**config.mk**
```make
export PLATFORM = sky130hd
export DESIGN_NAME = fpMul
export DESIGN_NICKNAME = d
export VERILOG_FILES = /design/src/fpPkg.sv /design/src/fpMul.sv
export SDC_FILE = /design/constraint.sdc
export NUM_CORES = 1
export LEC_CHECK = 0
export CORE_MARGIN = 2
export CORE_UTILIZATION = 60
export DETAILED_ROUTE_END_ITERATION = 8
export DONT_BUFFER_PORTS = 1
export PLACE_DENSITY_LB_ADDON = 0.12
export SLEW_MARGIN = 20
export SYNTH_ARGS = -nofsm -noshare
export SYNTH_HDL_FRONTEND = slang
export SYNTH_SLANG_ARGS = --single-unit
```
**constraint.sdc**
```tcl
create_clock -name vclk -period 26.2
set_input_delay 1.31 -clock vclk [all_inputs]
set_output_delay 1.31 -clock vclk [all_outputs]
set_load 0.01 [all_outputs]
```
**src/fpPkg.sv**
```systemverilog
`default_nettype none

package fpPkg;

    // Raw binary32 word and its fields
    typedef logic [31:0] float32T;
    typedef logic [7:0]  expT;
    typedef logic [22:0] manT;

    // Significand with the hidden bit in front
    typedef logic [23:0] sigT;

    function automatic logic getSign(float32T f);
        return f[31];
    endfunction

    function automatic expT getExp(float32T f);
        return f[30:23];
    endfunction

    function automatic manT getMan(float32T f);
        return f[22:0];
    endfunction

    function automatic float32T packFloat(logic sign, expT exp, manT man);
        return {sign, exp, man};
    endfunction

    // Subnormals are read as zero, so only the exponent field matters
    function automatic logic isZeroOrSub(float32T f);
        return f[30:23] == '0;
    endfunction

endpackage

`default_nettype wire
```
**src/fpMul.sv**
```systemverilog
`default_nettype none

module fpMul (
    input  fpPkg::float32T a,
    input  fpPkg::float32T b,
    output fpPkg::float32T p
);
    import fpPkg::*;

    localparam int bias = 127;

    logic              sign;
    sigT               sigA;
    sigT               sigB;
    logic [47:0]       prod;
    logic signed [9:0] expSum;
    logic signed [9:0] expNorm;
    logic signed [9:0] expFinal;
    manT               manNorm;
    logic              guard;
    logic              roundBit;
    logic              sticky;
    logic              roundUp;
    logic [24:0]       sigRound;

    always_comb begin
        sign = getSign(a) ^ getSign(b);
        sigA = {1'b1, getMan(a)};
        sigB = {1'b1, getMan(b)};
        prod = 48'(sigA) * 48'(sigB);

        expSum = $signed({2'b00, getExp(a)}) + $signed({2'b00, getExp(b)})
               - 10'(bias);

        // Product of two values in [1,2) lies in [1,4)
        if (prod[47]) begin
            expNorm  = expSum + 10'sd1;
            manNorm  = prod[46:24];
            guard    = prod[23];
            roundBit = prod[22];
            sticky   = |prod[21:0];
        end else begin
            expNorm  = expSum;
            manNorm  = prod[45:23];
            guard    = prod[22];
            roundBit = prod[21];
            sticky   = |prod[20:0];
        end

        // Nearest even
        roundUp  = guard & (roundBit | sticky | manNorm[0]);
        sigRound = {2'b01, manNorm} + 25'(roundUp);

        // A carry out of the significand leaves an all-zero fraction
        if (sigRound[24]) begin
            expFinal = expNorm + 10'sd1;
        end else begin
            expFinal = expNorm;
        end

        if (isZeroOrSub(a) || isZeroOrSub(b) || expFinal <= 0) begin
            p = packFloat(sign, '0, '0);
        end else if (expFinal >= 255) begin
            p = packFloat(sign, '1, '0);
        end else begin
            p = packFloat(sign, expT'(expFinal), sigRound[22:0]);
        end
    end

endmodule

`default_nettype wire

```
Word level (Yosys, flattened, before mapping):

Index checks and enable logic that the tools add are counted.

* add/sub/neg operators: 5
* multiply operators: 1
* order comparisons: 2
* multiplexer cells: 8
* bitwise operators: 4
* reductions and logical operators: 6

Operator list (number)
* 31-bit two-way mux: 2
* 24-bit by 24-bit multiplier with 48-bit output: 1
* 24-bit by 1-bit adder with 25-bit output: 1
* 23-bit two-way mux: 1
* 22-bit OR reduction: 1
* 21-bit OR reduction: 1
* 10-bit by 2-bit adder with 10-bit output (second input constant): 2
* 10-bit two-way mux: 2
* 8-bit zero test: 2
* 10-bit by 9-bit greater-or-equal comparator with 1-bit output (second input constant): 1
* 10-bit by 1-bit <= comparator with 1-bit output (second input constant): 1
* 9-bit by 7-bit subtractor with 10-bit output (second input constant): 1
* 8-bit by 8-bit adder with 9-bit output: 1
* 1-bit two-way mux: 3
* 1-bit logical OR: 2
* 1-bit OR: 2
* 1-bit bitwise AND: 1
* 1-bit XOR: 1

* register bits: 0
* input port bits: 64
* logic and storage cells: 26

Longest topological paths before layout:

* depth in word-level cells: 11
* mapped depth: 44

Worst setup path after synthesis:

No wires, ideal clock.

* kind: input to output
* start point: input b[12]
* end point: output p[12]
* arrival: 10856 ps
* data required time: 24890 ps
* path slack: 14034 ps
* stages on the path: 39
* path buffers: 7
* path through: clkbuf_1 -> clkbuf_1 -> nand2_1 -> fa_1 -> inv_1 -> fa_1 -> inv_1 -> fa_1 -> inv_1 -> fa_1 -> fa_1 -> fa_1 -> inv_1 -> fa_1 -> inv_1 -> ha_1 -> nand2_1 -> o21ai_1 -> [... 3 more ...] -> a21oi_1 -> clkbuf_1 -> nor2_1 -> clkbuf_1 -> clkbuf_1 -> nand2_1 -> nand2_1 -> ha_1 -> and2_0 -> nand2_1 -> a211o_1 -> buf_4 -> or4_4 -> a2111oi_0 -> o211ai_1 -> a211oi_2 -> buf_6 -> nor3_2

* cells in the longest elaborated chain, start to end: 11
* elaborated cells between the ends (all ways): 19
* classes of those cells: 2 x add/sub; 1 x mul; 2 x order compare; 8 x mux; 3 x bitwise; 3 x reduce/logical

Ends and longest elaborated chain
* start, declared: line fpMul.sv:5 `input fpPkg::float32T b,`
* 24-bit by 24-bit multiplier with 48-bit output (*): line fpMul.sv:30 `prod = 48'(sigA) * 48'(sigB);`
* 22-bit OR reduction or 21-bit OR reduction (tied branches): line fpMul.sv:41, fpMul.sv:47
* 1-bit two-way mux: line fpMul.sv:36 `if (prod[47]) begin`
* 1-bit OR (2 in a row): line fpMul.sv:51 `roundUp = guard & (roundBit | sticky | manNorm[0]);`
* 1-bit bitwise AND: line fpMul.sv:51
* 24-bit by 1-bit adder with 25-bit output: line fpMul.sv:52 `sigRound = {2'b01, manNorm} + 25'(roundUp);`
* 10-bit two-way mux: line fpMul.sv:55 `if (sigRound[24]) begin`
* 10-bit by 9-bit greater-or-equal comparator with 1-bit output or 10-bit by 1-bit <= comparator with 1-bit output (tied branches): line fpMul.sv:63, fpMul.sv:61
* 31-bit two-way mux or 1-bit logical OR (tied branches): line fpMul.sv:63, fpMul.sv:61
* 31-bit two-way mux (*): line fpMul.sv:61 `if (isZeroOrSub(a) || isZeroOrSub(b) || expFinal <= 0) begin`
* end, declared: line fpMul.sv:6 `output fpPkg::float32T p`

Every way passes the cells marked *; elsewhere a longest branch is shown, timed or not.

Final worst setup path:

* start point: input b[12]
* end point: output p[13]

The elaborated chain is that of the path after synthesis.

==> flow_metrics.py <==
metrics = {
    "detailed_routing": {
        "wl_um": 64900,
        "drt_first_pass_iters": 5,
        "wire_per_inst_um": 20.9,
        "drc": 0,
        "drt-initial-drc-count": 1304,
        "vias_per_cell": 5.88,
        "detail-route-antenna-nets": 0,
        "vias": 18238,
    },
    "die": {
        "io_pins": 96,
        "die_h_um": 198,
        "num_rows": 71,
        "core_area_sq_um": 37400,
        "die_w_um": 198,
        "dieArea_sq_um": 39300,
        "start_util_pct": 60.6,
    },
    "final_layout": {
        "drive_gt1_share_pct": 3.70,
        "nets": 3333,
        "seq_cells": 0,
        "register_area_sq_um": 0,
        "num-clock-buffers": 0,
        "multi_input_area_sq_um": 19800,
        "fin_cells": 3104,
        "synthToLayoutAreaGrowth_pct": 0.431,
        "n_antenna_cell": 0,
        "fillCellCount": 3381,
    },
    "timing": {
        "post-route-period-util_pct": 50.7,
        "relSlewSlack_pct": 25.6,
        "fmaxAchievable_ghz": 0.0754,
        "finalCriticalPeriod_ns": 13.27,
        "drv_slew": 0,
        "setup_viol": 0,
        "rsz0062_at_grt": "false",
        "worst_pin_slew_ns": 1.11,
        "tns_ns": 0,
        "hold_viol_final": 0,
    },
    "synthesis": {
        "synth_fp_nets": 3457,
        "ys.warnings.count": 0,
        "ys_seq_area_share_pct": 0,
        "synth_common_cells": "inv_1 (600), fa_1 (483), nand2_1 (351)",
        "synthTopCellsByArea": "fa_1 (43%), ha_1 (11%), inv_1 (9.9%), and2_1 (6.8%), nand2_1 (5.8%)",
        "ys_types": 105,
        "yosys.cell_count.top_type": "inv_1",
        "syn-cell-area_sq_um": 22700,
        "syn_avg_cell_area_sq_um": 8.33,
        "yosys.area.top_type": "fa_1",
        "synth_top_area_share_pct": 42.7,
        "synth_cells": 2719,
    },
    "setup_path": {
        "cp_top_family": "adder cells",
        "critPathCaptureType": "primary output",
        "critical_path.startpoint": "b[12]",
        "path_buf_inv": 9,
        "cp.required_ns": 24.89,
        "slowest_delay_ns": 0.65,
        "critPathSlowestCell": "a21oi_1",
        "cpMostUsedCell": "inv_1",
        "path_class": "input port to primary output",
        "cp-start-kind": "input port",
        "cp_max_fo": 19,
        "arrival_ns": 11.96,
    },
    "global_routing": {
        "grt_overflow": 0,
        "grt_pass1_vias": 19128,
        "met2_usage_pct": 59.9,
        "grt_use_met3_pct": 3.59,
        "track_usage_pct": 34.2,
        "grt_start_max_net_pins": 25,
        "grt.busiest_layer": "met2",
        "grt_pass1_wl_um": 104000,
        "use_met1_pct": 43.8,
        "grt_antenna_before_repair": 0,
    },
    "clocking": {
        "cts_resized": 0,
        "post-cts-setup-buffer-count": 0,
        "ctsHoldBuffers": 0,
    },
    "hold_path": {
        "min_path_type": "input port to primary output",
        "worstHoldStart": "a[31]",
    },
    "run_status": {
        "status": "complete, no violations",
    },
    "placement": {
        "gp_congestion": 0.956,
        "dpl.cell_count": 3104,
        "place.port_buffers": 0,
        "hpwl_um": 53700,
    },
    "flow_run": {
        "maxCapViolCount": 0,
    },
}
==> metal layers <==
metal	share of wire [%]	vias to the layer above
li1	-	8145
met1	39	9182
met2	50	750
met3	6.4	161
met4	4.4	0
met5	0	-
==> final timing paths <==
path              endpoint  slack, ns  depth (start not counted)
setup / recovery     p[13]      12.93                         35
hold / removal       p[31]       2.70                          1
==> layout by cell type (no fill, tap or decap), types with 8 or more instances in the layout <==
| cell | count |
|---|---|
| nand4_1 | 22 |
| or3_1 | 10 |
| and2_1 | 246 |
| o211ai_1 | 9 |
| nand3_1 | 28 |
| xor2_1 | 27 |
| nor4_1 | 22 |
| or2_2 | 9 |
| and3_1 | 16 |
| o21ai_0 | 47 |
| nand2b_1 | 9 |
| buf_4 | 8 |
| a211oi_1 | 13 |
| a21o_1 | 17 |
| nor3_1 | 25 |
| nor3_2 | 22 |
| xnor2_1 | 45 |
| mux2i_1 | 14 |
| a21oi_1 | 78 |
| nand2_1 | 351 |
| ha_1 | 191 |
| a31oi_1 | 8 |
| nor2_1 | 106 |
| inv_1 | 600 |
| fa_1 | 483 |
==> cells by family (layout without fill, tap and decap cells) <==
group	after synthesis	after routing	share of synthesized area (%)
xor+xnor	73	73	2.86
fa+ha+maj	675	675	53.3
buf+inv	737	611	12.7
simple gates	918	918	21.0
mux	16	16	0.718
compound gates	300	300	9.47
==> area by class of cell <==
| type | instances | share of cell area, % |
|---|---|---|
| inverter | 603 | 9.95 |
| tap | 511 | 2.81 |
| timing repair buffer | 8 | 0.264 |
| multi-input combinational | 1982 | 87.0 |
==> stage by stage <==
step                      hold WS (ns)  cell area (sq um)  util [%]  setup slack, ns
after floorplan                   2.79              22700         -            14.03
after global placement            2.70              22700      60.8            13.27
after detailed placement          2.70              22700      60.8            13.03
after CTS                         2.70              22700      60.8            13.03
after global routing              2.71              22700      60.8            12.21
final                             2.70              22700      60.8            12.93
Power is not shown: default switching activity piles up to over one toggle a cycle in this logic, so the estimate is an artifact.
