$ cat config.mk
export PLATFORM = sky130hd
export DESIGN_NAME = sumTree
export DESIGN_NICKNAME = d
export VERILOG_FILES = /design/src/treePkg.sv /design/src/fpPkg.sv /design/src/sumTree.sv /design/src/fpAdd.sv
export SDC_FILE = /design/constraint.sdc
export NUM_CORES = 1
export LEC_CHECK = 0
export ABC_CLOCK_PERIOD_IN_PS = 38600
export BUFFER_PORTS_ARGS = -buffer_cell sky130_fd_sc_hd__buf_2
export CAP_MARGIN = 20
export CORE_MARGIN = 2
export CORE_UTILIZATION = 31
export DETAILED_ROUTE_END_ITERATION = 6
export HOLD_SLACK_MARGIN = 0.08
export PLACE_DENSITY = 0.45
export SLEW_MARGIN = 20
export SYNTH_ARGS = -nofsm -noshare
export SYNTH_HDL_FRONTEND = slang
export SYNTH_SLANG_ARGS = --single-unit
$ cat constraint.sdc
create_clock -name clk -period 38.6 [get_ports clk]
set_clock_uncertainty 0.2 [all_clocks]
set_input_delay 7.72 -clock clk [delete_from_list [all_inputs] [get_ports clk]]
set_output_delay 7.72 -clock clk [all_outputs]
set_load 0.01 [all_outputs]
$ cat src/treePkg.sv
`default_nettype none

package treePkg;

    // Adders in layer n, i.e. half of the values entering it, rounded down
    function automatic int getAdderNum(int size, int n);
        int temp;
        temp = size;
        for (int i = 0; i < n; i++) begin
            temp = (temp + 1) >> 1;
        end
        return temp >> 1;
    endfunction

    // Results leaving layer n, the entering count halved and rounded up
    function automatic int getRegsNum(int size, int n);
        int temp;
        temp = size;
        for (int i = 0; i <= n; i++) begin
            temp = (temp + 1) >> 1;
        end
        return temp;
    endfunction

    // Start of layer n inside the flat result array
    function automatic int getFirstReg(int size, int n);
        int temp;
        temp = 0;
        for (int i = 0; i < n; i++) begin
            temp += getRegsNum(size, i);
        end
        return temp;
    endfunction

    // Registered layers among the ceil(log2(size)) layers of the tree
    function automatic int treeLatency(int size, int addersComb);
        int layers;
        layers = $clog2(size);
        return layers / addersComb;
    endfunction

endpackage

`default_nettype wire

$ cat src/fpPkg.sv
`default_nettype none

package fpPkg;

    // Raw binary32 word and its fields
    typedef logic [31:0] float32T;
    typedef logic [7:0]  expT;
    typedef logic [22:0] manT;

    // Significand with the hidden bit in front
    typedef logic [23:0] sigT;

    function automatic logic getSign(float32T f);
        return f[31];
    endfunction

    function automatic expT getExp(float32T f);
        return f[30:23];
    endfunction

    function automatic manT getMan(float32T f);
        return f[22:0];
    endfunction

    function automatic float32T packFloat(logic sign, expT exp, manT man);
        return {sign, exp, man};
    endfunction

    // Subnormals are read as zero, so only the exponent field matters
    function automatic logic isZeroOrSub(float32T f);
        return f[30:23] == '0;
    endfunction

endpackage

`default_nettype wire
$ cat src/sumTree.sv
`default_nettype none

module sumTree #(
    parameter int size       = 2,
    parameter int addersComb = 1
) (
    input  logic           clk,
    input  fpPkg::float32T terms [size],
    output fpPkg::float32T sum
);
    import fpPkg::*;
    import treePkg::*;

    localparam int layers = $clog2(size);

    generate
        if (layers == 0) begin : gSingle
            // Nothing to add
            assign sum = terms[0];
        end else begin : gTree
            // Outputs of every layer, one after the other
            float32T results [getFirstReg(size, layers)];

            for (genvar i = 0; i < layers; i++) begin : gLayer
                localparam int addNum  = getAdderNum(size, i);
                localparam int regNum  = getRegsNum(size, i);
                localparam int inNum   = (i == 0) ? size : getRegsNum(size, i - 1);
                localparam int inBase  = (i == 0) ? 0 : getFirstReg(size, i - 1);
                localparam int outBase = getFirstReg(size, i);

                float32T src [inNum];

                // Layer 0 reads the terms, later layers the previous results
                for (genvar k = 0; k < inNum; k++) begin : gSrc
                    if (i == 0) begin : gTerm
                        assign src[k] = terms[k];
                    end else begin : gPrev
                        assign src[k] = results[inBase + k];
                    end
                end

                for (genvar j = 0; j < regNum; j++) begin : gNode
                    float32T node;
                    float32T stage;

                    if (j < addNum) begin : gAdd
                        fpAdd uAdd (
                            .a(src[2*j]),
                            .b(src[2*j + 1]),
                            .s(node)
                        );
                    end else begin : gOdd
                        // Odd value left over, carried to the next layer
                        assign node = src[2*j];
                    end

                    // Register after every addersComb-th layer
                    if (((i + 1) % addersComb) == 0) begin : gReg
                        always_ff @(posedge clk) begin
                            stage <= node;
                        end
                    end else begin : gComb
                        assign stage = node;
                    end

                    assign results[outBase + j] = stage;
                end
            end

            assign sum = results[getFirstReg(size, layers - 1)];
        end
    endgenerate

endmodule

`default_nettype wire

$ cat src/fpAdd.sv
`default_nettype none

module fpAdd (
    input  fpPkg::float32T a,
    input  fpPkg::float32T b,
    output fpPkg::float32T s
);
    import fpPkg::*;

    // Significand plus guard, round and sticky bits
    localparam int extW = 27;

    logic              zeroA;
    logic              zeroB;
    logic [30:0]       magA;
    logic [30:0]       magB;
    logic              swap;
    float32T           big;
    float32T           little;
    logic              zeroBig;
    logic              zeroSmall;
    expT               expBig;
    logic [7:0]        shiftAmt;
    logic [7:0]        shiftClamp;
    logic [extW-1:0]   extBig;
    logic [extW-1:0]   extSmall;
    logic [2*extW-1:0] wide;
    logic [extW-1:0]   aligned;
    logic              subtract;
    logic              zeroSign;
    logic [extW:0]     sumRaw;
    logic [4:0]        lz;
    logic [extW-1:0]   norm;
    logic signed [9:0] expNorm;
    logic signed [9:0] expFinal;
    logic              roundUp;
    logic [24:0]       sigRound;

    function automatic logic [4:0] countLz(logic [extW-1:0] v);
        logic [4:0] n;
        logic       found;
        n = '0;
        found = 1'b0;
        for (int i = extW - 1; i >= 0; i--) begin
            if (!found) begin
                if (v[i]) begin
                    found = 1'b1;
                end else begin
                    n = n + 5'd1;
                end
            end
        end
        return n;
    endfunction

    always_comb begin
        zeroA = isZeroOrSub(a);
        zeroB = isZeroOrSub(b);
        magA  = zeroA ? '0 : a[30:0];
        magB  = zeroB ? '0 : b[30:0];

        // Larger magnitude goes first
        swap      = magB > magA;
        big       = swap ? b : a;
        little    = swap ? a : b;
        zeroBig   = swap ? zeroB : zeroA;
        zeroSmall = swap ? zeroA : zeroB;
        expBig    = getExp(big);

        extBig   = zeroBig ? '0 : {1'b1, getMan(big), 3'b000};
        extSmall = zeroSmall ? '0 : {1'b1, getMan(little), 3'b000};

        // Bits shifted past the window end up in sticky
        shiftAmt   = expBig - getExp(little);
        shiftClamp = (shiftAmt > 8'(extW)) ? 8'(extW) : shiftAmt;
        wide       = {extSmall, {extW{1'b0}}} >> shiftClamp;
        aligned    = wide[2*extW-1:extW] | {{(extW-1){1'b0}}, |wide[extW-1:0]};

        subtract = getSign(a) ^ getSign(b);
        zeroSign = getSign(a) & getSign(b);
        if (subtract) begin
            sumRaw = {1'b0, extBig} - {1'b0, aligned};
        end else begin
            sumRaw = {1'b0, extBig} + {1'b0, aligned};
        end

        lz = countLz(sumRaw[extW-1:0]);
        if (sumRaw[extW]) begin
            // Carry out shifts one place right and keeps the lost bit as sticky
            norm    = {sumRaw[extW:2], sumRaw[1] | sumRaw[0]};
            expNorm = $signed({2'b00, expBig}) + 10'sd1;
        end else begin
            norm    = sumRaw[extW-1:0] << lz;
            expNorm = $signed({2'b00, expBig}) - $signed({5'b00000, lz});
        end

        // Nearest even on guard, round and sticky
        roundUp  = norm[2] & (norm[1] | norm[0] | norm[3]);
        sigRound = {1'b0, norm[extW-1:3]} + 25'(roundUp);
        if (sigRound[24]) begin
            expFinal = expNorm + 10'sd1;
        end else begin
            expFinal = expNorm;
        end

        if (sumRaw == '0 || expFinal <= 0) begin
            s = packFloat(zeroSign, '0, '0);
        end else if (expFinal >= 255) begin
            s = packFloat(getSign(big), '1, '0);
        end else begin
            s = packFloat(getSign(big), expT'(expFinal), sigRound[22:0]);
        end
    end

endmodule

`default_nettype wire

Word-level counts from Yosys, hierarchy flattened --
Index checks and enable logic that the tools add are counted. Widths: inputs -> output; s select.
Word-level totals: bits in registers 32, latch bits 0, bits in writable memories 0, ROM bits 0, bits of input ports 65, output and inout bits 32, word-level logic and storage cells 174, memories 0
Operators by class: add/sub/neg operators 33, multipliers 0, div/mod/pow operators 0, magnitude comparators 4, equality and inequality tests 0, shift operators 2, muxes and demuxes 119, bitwise operators 7, reduce and logical (&&, ||, !) cells 6
Operators with widths (count):
- $mux 5 | 52
- $add 5x1->5 const B | 25
- $mux 31 | 4
- $mux 27 | 3
- $mux 32 | 2
- $mux 1 | 54
- $shr 54x8->54 | 1
- $gt 31x31->1 | 1
- $add 27x27->28 | 1
- $logic_not 28->1 | 1
- $mux 28 | 1
- $sub 27x27->28 | 1
- $or 27x1->27 | 1
- $reduce_or 27->1 | 1
- $shl 27x5->27 | 1
- $add 24x1->25 | 1
- $mux 10 | 2
- $logic_not 8->1 | 2
- $add 10x2->10 const B | 1
- $ge 10x9->1 const B | 1
- $le 10x1->1 const B | 1
- $add 8x1->9 const B | 1
- $sub 8x5->9 | 1
- $gt 8x5->1 const B | 1
- 8 further kinds | 11

Depth between registers and ports, before layout --
depth after elaboration 101, gate-level depth with buffers 162, mapped depth without buffers 148

Hierarchy --
A second synthesis with hierarchy kept.
Second synthesis, totals: cell total of the unflattened synthesis 2379, area, all modules 15258.4 um^2
By module, submodules not included:
- fpAdd | times used 1, cells each 2347, area each 14617.8 um^2, sequential area each 0.0 um^2
- sumTree | times used 1, cells each 32, area each 640.6 um^2, sequential area each 640.6 um^2

Worst setup path after synthesis --
No wires, ideal clock.
path type input -> register, from input port terms[26] (netlist bit), to register gTree.gLayer[0].gNode[0].stage[10] (netlist: sum[10]), setup time 117 ps, data arrival time 37409 ps, required time 38283 ps, path slack 873 ps, cell stages on the path 154, buffers on the path 12, cell sequence clkbuf_1 nor4_1 nand3_1 clkbuf_1 clkbuf_1 and2_1 ha_1 nand4_1 nor4_2 a32oi_2 nor2_2 buf_2 buf_2 buf_1 clkbuf_1 nor2_1 a21oi_1 ha_1 (+118 left out) a221oi_2 xnor2_1 xor2_1 buf_2 a22o_1 and2_1 ha_1 and3_1 a22oi_1 nor3_1 nand4_1 or4b_1 buf_2 nor4b_1 o221ai_2 o2111ai_2 buf_2 nor2_1
Between the ends: longest elaborated chain between the ends 101, elaborated cells on any way between the ends 165, those cells by class add/sub: 33; order compare: 4; shift: 2; mux: 116; bitwise: 5; reduce/logical: 5
RTL lines:
- start: declaration | line sumTree.sv:8 | input fpPkg::float32T terms [size],
- $logic_not 8->1 | line fpPkg.sv:31 | return f[30:23] == '0;
- $mux 31 | line fpAdd.sv:60 | magB = zeroB ? '0 : b[30:0];
- $gt 31x31->1 | line fpAdd.sv:63 | swap = magB > magA;
- $mux 32 or $mux 31 (tied branches) | line fpAdd.sv:64, fpAdd.sv:65
- $sub 8x8->8 | line fpAdd.sv:74 | shiftAmt = expBig - getExp(little);
- $gt 8x5->1 | line fpAdd.sv:75 | shiftClamp = (shiftAmt > 8'(extW)) ? 8'(extW) : shiftAmt;
- $mux 8 | line fpAdd.sv:75
- $shr 54x8->54 | line fpAdd.sv:76 | wide = {extSmall, {extW{1'b0}}} >> shiftClamp;
- (+84 left out)
- $mux 27 | line fpAdd.sv:88 | if (sumRaw[extW]) begin
- $or 1x1->1 (2 in a row) | line fpAdd.sv:98 | roundUp = norm[2] & (norm[1] | norm[0] | norm[3]);
- $and 1x1->1 | line fpAdd.sv:98
- $add 24x1->25 | line fpAdd.sv:99 | sigRound = {1'b0, norm[extW-1:3]} + 25'(roundUp);
- $mux 10 | line fpAdd.sv:100 | if (sigRound[24]) begin
- $le 10x1->1 | line fpAdd.sv:106 | if (sumRaw == '0 || expFinal <= 0) begin
- $logic_or 1x1->1 | line fpAdd.sv:106
- $reduce_or 2->1 (no source line)
- end signal: assignment | line sumTree.sv:60 | stage <= node;
- end: declaration | line sumTree.sv:44 | float32T stage;
Several ways; a longest one is shown, not always the timed one. A chain may end at the register's enable or synchronous reset.

Final worst setup path --
from input port terms[29] (netlist bit), to register gTree.gLayer[0].gNode[0].stage[6] (netlist: sum[6])
The elaborated chain is that of the path after synthesis.

==> qor.yml <==
run_status:
  outcome: "completed"
clock_network:
  cts_made_buffers: 5
  cts_sinks: 32
  cts.reportedPaths.clkPinSlew_ns: 0.06
  cts_root_buffer: "clkbuf_16"
  cts_buffer_depth: 2
  cts_tree: "yes"
  htreeDepth: 2
  cts_hold_buf: 0
sta:
  max_freq_ghz: 0.0269
  hold_violations: 0
  slew_headroom_pct: 24.8
  tightest_slew_ns: 1.13
  finalSetupViolCount: 0
  period_share_pct: 96.1
  setup_tns_ns: 0
  slew_violations: 0
  fin_crit_ns: 37.11
power:
  pwr-share-comb_pct: 90.8
  switchingPower_mw: 0.659
  pwr_density_cell_nw_per_um2: 62.9
  leakage_nw: 7.40
  swShare_pct: 59.7
  peakVddDrop_mv: 0.0314
  finalPower_mw: 1.10
  power_frac_seq_pct: 5.0
  power.internal_mw: 0.445
  power.share.clock_pct: 4.3
finish:
  largest_reg_flops: 32
  nets: 2572
  fin_util_pct: 37.7
  syn_to_final_growth_pct: 19.9
  drive_gt1_share_pct: 18.5
routing:
  ant_nets: 0
  drt_iter0_drc: 1449
  drt_wl_total_mm: 70.2
  vias: 18090
  first_pass_iters: 5
  avgViaCountPerCell: 5.98
  drt_drc_violations_left: 0
  wl_per_cell_um: 23.2
worst_hold_path:
  hold_path.class: "input pin to register"
  hp-start: "terms[63]"
die:
  die_h_um: 221
  fp.dieArea_um2: 49000
  rows: 79
  die_x_um: 221
  io_pins: 97
  start_util_pct: 31.5
  core_um2: 46600
synthesis:
  ys_async_sr_fraction_pct: 0
  synth_area_um2: 14600
  ys.flop_type: "dfxtp_1"
  synth_cells: 2286
  seq_area_frac_synth_pct: 4.37
  mappedNetlistNets: 2443
  synth-edff-count: 0
  yosysWarnings: 0
  avgSynthCellArea_um2: 6.41
  synth_cell_types: 118
  synth-seq-cells: 32
global_routing:
  grt_busiest_layer: "met2"
  grt_pass1_vias: 16963
  grt_usage_pct: 26.8
  grt_util_met3_pct: 3.20
  grt_max_degree: 66
  met2_usage_pct: 45.4
  grt_first_pass_wirelength_mm: 104
  gr-total-overflow: 0
  use_met1_pct: 34.5
  antenna_found_initial: 7
run:
  cap_violations: 0
placed_design:
  dp_hpwl_mm: 56.4
  gp_congestion: 0.977
  port_buffers: 96
worst_setup_path:
  worstSetupStartpointType: "input pin"
  worst_path_largest_cell_delay_ns: 0.60
  critPathSlowestCell: "or4b_4"
  critPathKind: "input pin to register"
  startpoint: "terms[29]"
  crit_path_end_kind: "register"
  cp_max_fo: 11
  crit_arrival_ns: 37.13
  timing.critical_path.mode_cell: "ha_1"
  worstPathRequired_ns: 38.62
[per-layer routing]
layer / part of all wire, % / up-vias
met3: 5.1 / 159
li1: - / 8684
met5: 0.094 / -
met1: 44 / 8613
met4: 4.6 / 10
met2: 46 / 624
[cells by family (layout without fill, tap and decap cells)]
group,count (synthesis),in the layout,synth area share (%)
AOI/OAI and AO/OA,721,723,33.0
xor gates and xnor gates,133,133,8.74
adders and majority gates,98,98,8.32
buffers and inverters,220,347,5.98
DFF,32,32,4.37
muxes,84,84,6.26
other,0,3,0
and+or+nand+nor,998,999,33.3
[layout make-up]
class	count	area [µm²]
fill	5046	29000
sequential	32	641
timing repair buffer	256	1800
clock buffer	5	125
antenna	3	7.51
tap	607	759
inverter	83	312
multi-input combinational	2037	13900
clock inverter	3	46.3
[placed cells by master, fill, tap and decap left out, types with 15 or more instances in the layout]
master | netlist | final
nand2_1 | 284 | 281
nand3_1 | 96 | 93
mux2_2 | 21 | 21
o21ai_1 | 12 | 20
xor2_1 | 56 | 52
nor2b_1 | 27 | 27
a21o_1 | 53 | 53
ha_1 | 91 | 86
nand4_1 | 32 | 32
dfxtp_1 | 32 | 32
a21oi_1 | 185 | 176
or2_2 | 16 | 16
mux2i_1 | 55 | 54
a31oi_1 | 30 | 30
a22oi_1 | 16 | 16
xnor2_1 | 68 | 64
inv_1 | 80 | 78
a211oi_1 | 17 | 16
nor2_1 | 254 | 247
and3_1 | 27 | 25
or3_1 | 16 | 16
o211ai_1 | 38 | 38
nor3_1 | 69 | 61
buf_2 | 31 | 96
o21ai_0 | 151 | 142
o22ai_1 | 29 | 27
nand2b_1 | 37 | 37
buf_4 | 3 | 145
nor4_1 | 25 | 15
and2_1 | 44 | 43
[worst paths after layout]
check | endpoint | slack (ns) | cells past startpoint
max | sum[6] | 1.49 | 152
min | sum[31] | 7.57 | 3
[critical path, delay by kind of cell]
| kind | cells | cell delay, ns |
|---|---|---|
| multiplexers | 15 | 3.12 |
| AO/OA/AOI/OAI | 40 | 7.07 |
| AND/OR/NAND/NOR | 52 | 8.18 |
| buffers and inverters | 11 | 1.73 |
| adder cells (fa/ha/maj) | 30 | 8.39 |
| XOR/XNOR | 4 | 0.82 |
[what timing repair did]
item                                   in CTS  in global routing
pin swaps                                   0                 33
endpoints found under the hold margin       0                  0
setup endpoints to repair                  23                 32
gates resized for setup                     4                124
setup buffers                               0                 33
cloned                                      0                  4
[metrics by stage]
stage | hold slack [ns] | setup WS (ns) | std cells | area, µm²
final | 7.57 | 1.49 | 3026 | 17600
after global routing | 7.60 | -0.110 | 3023 | 17500
after CTS | 7.56 | 0.0842 | 2986 | 16500
after detailed placement | 7.86 | -0.623 | 2978 | 16300
after global placement | 7.89 | -0.0360 | 2978 | 16300
after floorplan | 7.70 | 0.873 | 2286 | 14600
[Yosys cell counts (17+ instances only)]
cell type	instances	area, µm²
nand4_1	32	200
and2_1	44	275
buf_2	31	155
a211oi_1	17	128
dfxtp_1	32	641
xor2_1	56	490
a21o_1	53	398
nand3_1	96	480
o22ai_1	29	181
xnor2_1	68	596
nor2b_1	27	169
nor4_1	25	156
a21oi_1	185	926
nor2_1	254	953
ha_1	91	1140
clkbuf_1	89	334
o21ai_0	151	756
inv_1	80	300
nand2_1	284	1070
mux2_2	21	236
nor3_1	69	345
o211ai_1	38	285
and3_1	27	169
a31oi_1	30	188
mux2i_1	55	551
nand2b_1	37	231
[power by group through the flow]
stage                     clock, mW  combinational (mW)  sequential [mW]
after global routing         0.0492                1.09           0.0561
after detailed placement          0               0.937           0.0557
after global placement            0               0.940           0.0554
final                        0.0470                1.00           0.0547
after floorplan                   0               0.631           0.0644
after CTS                    0.0477               0.943           0.0552
No activity file was read; power rests on OpenSTA's default activity.
